`src/hw/vfb_geom_pkg.sv`:
```
package vfb_geom_pkg;

	// luminance sample width
	localparam int PIX_W = 8;

	// kernel length, also rows per column
	localparam int TAPS = 7;

	// pixels per video line unless the top level overrides it
	localparam int LINE_LENGTH_DEF = 496;

endpackage
```
`src/hw/vfb_coef_pkg.sv`:
```
package vfb_coef_pkg;

	// 7 x (8b * 8b) summed fits in 19 bits, one spare
	localparam int RES_W = 20;

	localparam int COEF_W = 8;

	localparam int NUM_KERNELS = 7;

	// kernel index names
	localparam int K_F1 = 0;
	localparam int K_F2 = 1;
	localparam int K_F3 = 2;
	localparam int K_H1 = 3;
	localparam int K_H2 = 4;
	localparam int K_H3 = 5;
	localparam int K_H4 = 6;

	// one row per kernel, taps 0 to 6
	// smoothing kernels first, then the band kernels
	localparam logic [COEF_W-1:0] KERNEL_COEF [NUM_KERNELS][vfb_geom_pkg::TAPS] = '{
		'{8'd29, 8'd101, 8'd15,  8'd235, 8'd15,  8'd101, 8'd29},
		'{8'd4,  8'd42,  8'd163, 8'd255, 8'd163, 8'd42,  8'd4},
		'{8'd12, 8'd77,  8'd148, 8'd0,   8'd148, 8'd77,  8'd12},
		'{8'd15, 8'd25,  8'd193, 8'd0,   8'd193, 8'd25,  8'd15},
		'{8'd4,  8'd42,  8'd163, 8'd255, 8'd163, 8'd42,  8'd4},
		'{8'd9,  8'd56,  8'd109, 8'd0,   8'd109, 8'd56,  8'd9},
		'{8'd9,  8'd56,  8'd109, 8'd0,   8'd109, 8'd56,  8'd9}
	};

endpackage

```
`src/hw/column_if.sv`:
```
interface column_if (
	input logic clk
);

	// single-cycle strobe, no ready
	logic col_valid;

	// row k entered k+1 lines before the current pixel
	logic [vfb_geom_pkg::PIX_W-1:0] row0;
	logic [vfb_geom_pkg::PIX_W-1:0] row1;
	logic [vfb_geom_pkg::PIX_W-1:0] row2;
	logic [vfb_geom_pkg::PIX_W-1:0] row3;
	logic [vfb_geom_pkg::PIX_W-1:0] row4;
	logic [vfb_geom_pkg::PIX_W-1:0] row5;
	logic [vfb_geom_pkg::PIX_W-1:0] row6;

	modport src (input clk, output col_valid, row0, row1, row2, row3, row4, row5, row6);
	modport snk (input clk, col_valid, row0, row1, row2, row3, row4, row5, row6);

endinterface

```
`src/hw/fltr_kernel.sv`:
```
module fltr_kernel #(
	parameter int KERNEL = vfb_coef_pkg::K_F1
) (
	input  logic                           clk,
	input  logic                           rst_n,
	column_if.snk                          col,
	output logic [vfb_coef_pkg::RES_W-1:0] res,
	output logic                           out_valid
);

	localparam int TAPS   = vfb_geom_pkg::TAPS;
	localparam int RES_W  = vfb_coef_pkg::RES_W;
	localparam int PROD_W = vfb_geom_pkg::PIX_W + vfb_coef_pkg::COEF_W;

	logic [vfb_geom_pkg::PIX_W-1:0] rows [TAPS];
	logic [PROD_W-1:0]              prod_q [TAPS];
	logic                           valid_q;
	logic [RES_W-1:0]               sum;

	assign rows[0] = col.row0;
	assign rows[1] = col.row1;
	assign rows[2] = col.row2;
	assign rows[3] = col.row3;
	assign rows[4] = col.row4;
	assign rows[5] = col.row5;
	assign rows[6] = col.row6;

	// stage 1 products, loaded only with a live column
	always_ff @(posedge clk)
	begin
		if (col.col_valid)
		begin
			for (int t = 0; t < TAPS; t++)
			begin
				prod_q[t] <= PROD_W'(rows[t]) *
					PROD_W'(vfb_coef_pkg::KERNEL_COEF[KERNEL][t]);
			end
		end
	end

	// full-width adder tree, no truncation
	always_comb
	begin
		sum = '0;
		for (int t = 0; t < TAPS; t++)
		begin
			sum = sum + RES_W'(prod_q[t]);
		end
	end

	// stage 2, result holds between columns
	always_ff @(posedge clk)
	begin
		if (!rst_n)
		begin
			valid_q   <= 1'b0;
			out_valid <= 1'b0;
			res       <= '0;
		end
		else
		begin
			valid_q   <= col.col_valid;
			out_valid <= valid_q;
			if (valid_q)
			begin
				res <= sum;
			end
		end
	end

	a_two_stage: assert property (
		@(posedge col.clk) disable iff (!rst_n) out_valid == $past(col.col_valid, 2)
	);

endmodule

```
`src/flat_wrapper.sv`:
```
// flat-port wrapper written by rule: the top's interface ports become plain ports
module fltr_kernel_flat 
#(
	parameter int KERNEL = vfb_coef_pkg::K_F1
)
  (clk, rst_n, res, out_valid, col_col_valid, col_row0, col_row1, col_row2, col_row3, col_row4, col_row5, col_row6);
  column_if col_i (.clk(clk));
  input  logic clk;
  input  logic rst_n;
  output logic [vfb_coef_pkg::RES_W-1:0] res;
  output logic out_valid;
  input wire logic [$bits(col_i.col_valid)-1:0] col_col_valid;
  input wire logic [$bits(col_i.row0)-1:0] col_row0;
  input wire logic [$bits(col_i.row1)-1:0] col_row1;
  input wire logic [$bits(col_i.row2)-1:0] col_row2;
  input wire logic [$bits(col_i.row3)-1:0] col_row3;
  input wire logic [$bits(col_i.row4)-1:0] col_row4;
  input wire logic [$bits(col_i.row5)-1:0] col_row5;
  input wire logic [$bits(col_i.row6)-1:0] col_row6;
  assign col_i.col_valid = col_col_valid;
  assign col_i.row0 = col_row0;
  assign col_i.row1 = col_row1;
  assign col_i.row2 = col_row2;
  assign col_i.row3 = col_row3;
  assign col_i.row4 = col_row4;
  assign col_i.row5 = col_row5;
  assign col_i.row6 = col_row6;
  fltr_kernel #(.KERNEL(KERNEL)) u_core (.clk(clk), .rst_n(rst_n), .col(col_i), .res(res), .out_valid(out_valid));
endmodule
```
`config.mk`:
```
export PLATFORM = sky130hd
export DESIGN_NAME = fltr_kernel_flat
export DESIGN_NICKNAME = d
export VERILOG_FILES = /design/src/hw/vfb_geom_pkg.sv /design/src/hw/vfb_coef_pkg.sv /design/src/hw/column_if.sv /design/src/hw/fltr_kernel.sv /design/src/flat_wrapper.sv
export SDC_FILE = /design/constraint.sdc
export NUM_CORES = 1
export LEC_CHECK = 0
export BUFFER_PORTS_ARGS = -buffer_cell sky130_fd_sc_hd__buf_4
export CORE_UTILIZATION = 35
export CTS_CLUSTER_DIAMETER = 60
export CTS_CLUSTER_SIZE = 10
export DETAILED_ROUTE_END_ITERATION = 6
export PLACE_DENSITY = 0.62
export SYNTH_ARGS = -nofsm -noshare
export SYNTH_HDL_FRONTEND = slang
export SYNTH_SLANG_ARGS = --single-unit
```
`constraint.sdc`:
```
create_clock -name clk -period 4.9 [get_ports clk]
set_input_delay 0.245 -clock clk [delete_from_list [all_inputs] [get_ports clk]]
set_output_delay 0.245 -clock clk [all_outputs]
set_load 0.01 [all_outputs]
```
## Word-level counts from Yosys, hierarchy flattened

Memory sizes are Yosys's and may differ from the RTL's.
Index checks and enable logic that the tools add are counted.

- Memories: 1
- Input port bits: 59
- Register bits after elaboration: 22
- Memory bits (writable): 112

- Mux-type cells: 2
- Multipliers: 7
- $add $sub $neg: 6

Memory list:

| name | depth | width | read ports | clocked after memory_dff | wr ports | RTL line | text |
|---|---|---|---|---|---|---|---|
| u_core.prod_q | 7 | 16 | 7 | 0 | 7 | fltr_kernel.sv:16 | `logic [PROD_W-1:0] prod_q [TAPS];` |

Operators with widths:

| kind | count |
|---|---|
| 20-bit by 16-bit adder with 20-bit output | 5 |
| 8-bit by 7-bit multiplier with 15-bit output (second input constant) | 2 |
| 8-bit by 5-bit multiplier with 13-bit output (second input constant) | 2 |
| 8-bit by 4-bit multiplier with 12-bit output (second input constant) | 2 |
| 16-bit by 16-bit adder with 17-bit output | 1 |
| 8-bit by 8-bit multiplier with 16-bit output (second input constant) | 1 |
| 1-bit two-way mux | 2 |

## Logic depth before layout (Yosys ltp)

An unclocked memory read counts as a cell.

- Depth in word-level cells: 7
- Gate-level depth with buffers: 21
- Mapped depth without buffers: 21

## Worst setup path before layout

Ideal clock, no wire load.

- Path kind: reg-to-reg
- Start: memory u_core.prod_q[0][0] (netlist bit)
- End: register u_core.res[15] (netlist bit)
- Period minus slack after synthesis: 4.976 ns
- Buffers on the path: 0
- Cell stages (with the launch flop): 22
- Setup time: 0.126 ns
- Setup slack: -0.076 ns
- Data arrival time: 4.851 ns
- Cell sequence: edfxtp_1 > ha_1 > inv_1 > fa_1 > nand2b_1 > a21oi_1 > o2111ai_2 > a21boi_0 > mux2i_1 > nand2_1 > fa_1 > fa_1 > inv_1 > fa_1 > inv_1 > ha_1 > a211oi_1 > nor2_1 > or3_1 > o32ai_1 > xor2_1 > o21ai_0

RTL lines:

| what | RTL line | text |
|---|---|---|
| from (decl) | fltr_kernel.sv:16 |  |
| to (signal assigned) | fltr_kernel.sv:66 | `res <= sum;` |
| to (decl) | fltr_kernel.sv:7 | `output logic [vfb_coef_pkg::RES_W-1:0] res,` |

==> impl_metrics.toml <==
[timing]
max-slew-margin-rel_pct = 47.37
rsz0062_at_grt = "yes"
drv_slew = 0
finalSetupViolCount = 0
fin_skew_ns = 0.009378
timing.final.crit_share_pct = 97.14
fin_crit_ns = 4.760
setup_ws_ns = 0.1399
hold_viol = 0
worst_slew_pin_slew_ns = 0.7883
timing.fmax_mhz = 210.1

[cells_and_area]
layout-drive-gt1-share_pct = 14.71
multi_input_area_sq_um = 8934
fillers = 3389
stdcell_count = 1766
final_nets = 1730
syn_to_final_growth_pct = 17.14
final_area_sq_um = 15010
seq_area_sq_um = 3303
fin_util_pct = 41.89
num_antenna_cells = 0

[clocking]
htreeDepth = 4
cts_buffer_depth = 2
clk_pin_slew_worst_paths_ns = 0.06
cts-buffers-inserted = 17
ctsHoldBuffers = 0
clkLatencyLatePin_ns = 0.42
root_buffer = "clkbuf_16"
cts_tree = "yes"
tritoncts_num_sinks = 117

[floorplan]
die_h_um = 193.3
coreArea_sq_um = 35830
pin_count = 80
fp.dieW_um = 193.3
rows = 69
die_area_sq_um = 37380
start_util_pct = 35.76

[setup_path]
critPathArrivalTime_ns = 5.08
critPathKind = "reg -> reg"
slowest_stage = "fa_1"
cp-start-kind = "register"
cp_cell_sequence = "ha_2 > buf_4 > a211oi_2 > o21ai_2 > a21o_1 > nor3_2 > o21bai_1 > xor2_1 > fa_1 > inv_1 > fa_1 > fa_1 > inv_2 > ha_4 > a21o_1 > o31a_1 > a21oi_2 > o21ai_0 > a32o_1"
cp_common_cell = "fa_1"
crit_path_max_fanout = 4
required_ns = 5.22
crit_path_end_kind = "register"
critPathMaxStageDelay_ns = 0.50

[placement]
hpwl_um = 21700
dpl_cell_area_sq_um = 14110
numPlacedInstances = 1731
gp_congestion = 0.8708
io_buffers = 78
pre_cts_ws_ns = -0.2151

[logic_synthesis]
yosys_warnings = 0
ys_ff_latch = 117
syn_inst = 1177
synthFlopType = "edfxtp_1"
synthesis.area_sq_um = 12810
synth-edff-count = 96
synthArstFlopShare_pct = 0
syn_area_per_cell_sq_um = 10.89
seq_area_frac_synth_pct = 25.78
synth.distinct_cells = 60
syn-num-nets = 1615

[status]
failed_checks = "DRC"
status = "finished, violations left"

[global_routing]
antenna_found_initial = 0
grt_first_pass_wirelength_um = 43460
grt_max_degree = 52
grt_pass1_vias = 8786
grt_usage_pct = 14.54
gr-total-overflow = 0

[route]
drtIter0Drc = 431
drc_errors = 7
drt-met1-wl_um = 12600
wl_per_cell_um = 14.56
antenna_left = 0
highest_layer = "met4"
viasPerCell = 4.760
wl_um = 25720
vias = 8406
route.met2.wl_um = 11790
drt_pass1_iterations = 7
route.met3.wl_um = 1097

[hold_path]
min_path_type = "in -> reg"

[job]
cap_violations = 0
layout make-up:
type,count,share of cell area [%]
clock buffers,17,2.835
clock inverters,15,1.109
inverters,222,5.552
multi-input cells,832,59.52
flip-flops and latches,117,22.01
well taps,461,3.843
repair buffers,102,5.127
routing by layer:
metal  global-route usage [%]  vias up
li1                         -     4217
met1                    19.99     4061
met5                        0        -
met2                    23.32      113
met4                    2.815        0
met3                    3.487       15
per-stage QoR:
step	hold slack [ns]	TNS (ns)
2_1_floorplan	0.3439	0
3_3_place_gp	0.4492	-0.5173
3_5_place_dp	0.4537	-1.110
4_1_cts	0.02364	0
5_1_grt	0.02915	-0.4465
6_report	0.04080	0
kinds of logic after synthesis:
kind of cell / Yosys count / synth area share (%)
AOI/OAI and AO/OA: 215 / 10.77
other: 1 / 0.02927
xor gates and xnor gates: 88 / 6.016
muxes: 8 / 0.6250
DFF: 117 / 25.78
buffers and inverters: 228 / 6.729
and+or+nand+nor: 141 / 5.303
adders and majority gates: 379 / 44.75
repair_timing:
item	in CTS	in global routing
setup endpoints to repair	8	10
gates cloned	0	0
gates resized for setup	13	50
buffers inserted	2	1
pin swaps	4	40
cells in the mapped netlist (4+ instances only):
cell type  count  area share [%]
o211ai_1       8            0.47
or3_1          5            0.24
ha_1         247              24
nand2_1       46             1.3
o21bai_1      10            0.59
xnor2_1       57             3.9
o21ai_0       48             1.9
o21ai_1        7            0.27
a31oi_1        4            0.20
mux2i_1        8            0.63
a21o_1        17             1.0
a211oi_1      11            0.64
nand4_1        4            0.20
dfxtp_1       21             3.3
nor2_1        38             1.1
xor2_1        31             2.1
edfxtp_1      96              22
nor3_1         7            0.27
fa_1         132              21
a21boi_0       5            0.29
inv_1        222             6.5
a21oi_1       61             2.4
nand2b_1      21             1.0
o21a_1        12            0.70
critical path, delay by kind of cell (launching register included):
kind                     cells  cell delay (ns)
buffers and inverters        3             0.25
flip-flops                   1             0.38
AND/OR/NAND/NOR              1             0.17
XOR/XNOR                     1             0.23
adder cells (fa/ha/maj)      5             1.80
AO/OA/AOI/OAI                9             1.79
final timing paths:
| check | startpoint | end | slack [ns] | cells past startpoint |
|---|---|---|---|---|
| max reg2reg | u_core.prod_q[1][0]$_DFFE_PP_ | u_core.res[18]$_SDFFE_PN0P_ | 0.14 | 19 |
| max | u_core.prod_q[1][0]$_DFFE_PP_ | u_core.res[18]$_SDFFE_PN0P_ | 0.14 | 19 |
| min reg2reg | u_core.res[14]$_SDFFE_PN0P_ | u_core.res[14]$_SDFFE_PN0P_ | 0.45 | 2 |
| min | col_row5[0] | u_core.prod_q[5][0]$_DFFE_PP_ | 0.04 | 1 |
cells in the final DEF, fill, tap and decap left out, drive strengths merged, types with 3 or more instances in the layout:
| cell type | count |
|---|---|
| ha | 247 |
| inv | 230 |
| fa | 132 |
| buf | 102 |
| edfxtp | 96 |
| a21oi | 64 |
| xnor2 | 57 |
| o21ai | 56 |
| nand2 | 46 |
| nor2 | 38 |
| xor2 | 31 |
| dfxtp | 21 |
| nand2b | 21 |
| a21o | 17 |
| clkbuf | 17 |
| o21a | 12 |
| a211oi | 11 |
| o21bai | 10 |
| o211ai | 8 |
| mux2i | 8 |
| nor3 | 7 |
| a21boi | 6 |
| or3 | 5 |
| nand4 | 4 |
| a31oi | 4 |
| nor2b | 3 |
| nand3b | 3 |
| and3 | 3 |
| a2111oi | 3 |
| o22ai | 3 |
| and2 | 3 |
| clkinv | 3 |
registers in the layout, indices dropped and copies added, names as in the netlist:
register / cells
u_core.prod_q: 96
u_core.res: 19
u_core.out_valid: 1
u_core.valid_q: 1
Power is not shown: default switching activity piles up to over one toggle a cycle in this logic, so the estimate is an artifact.
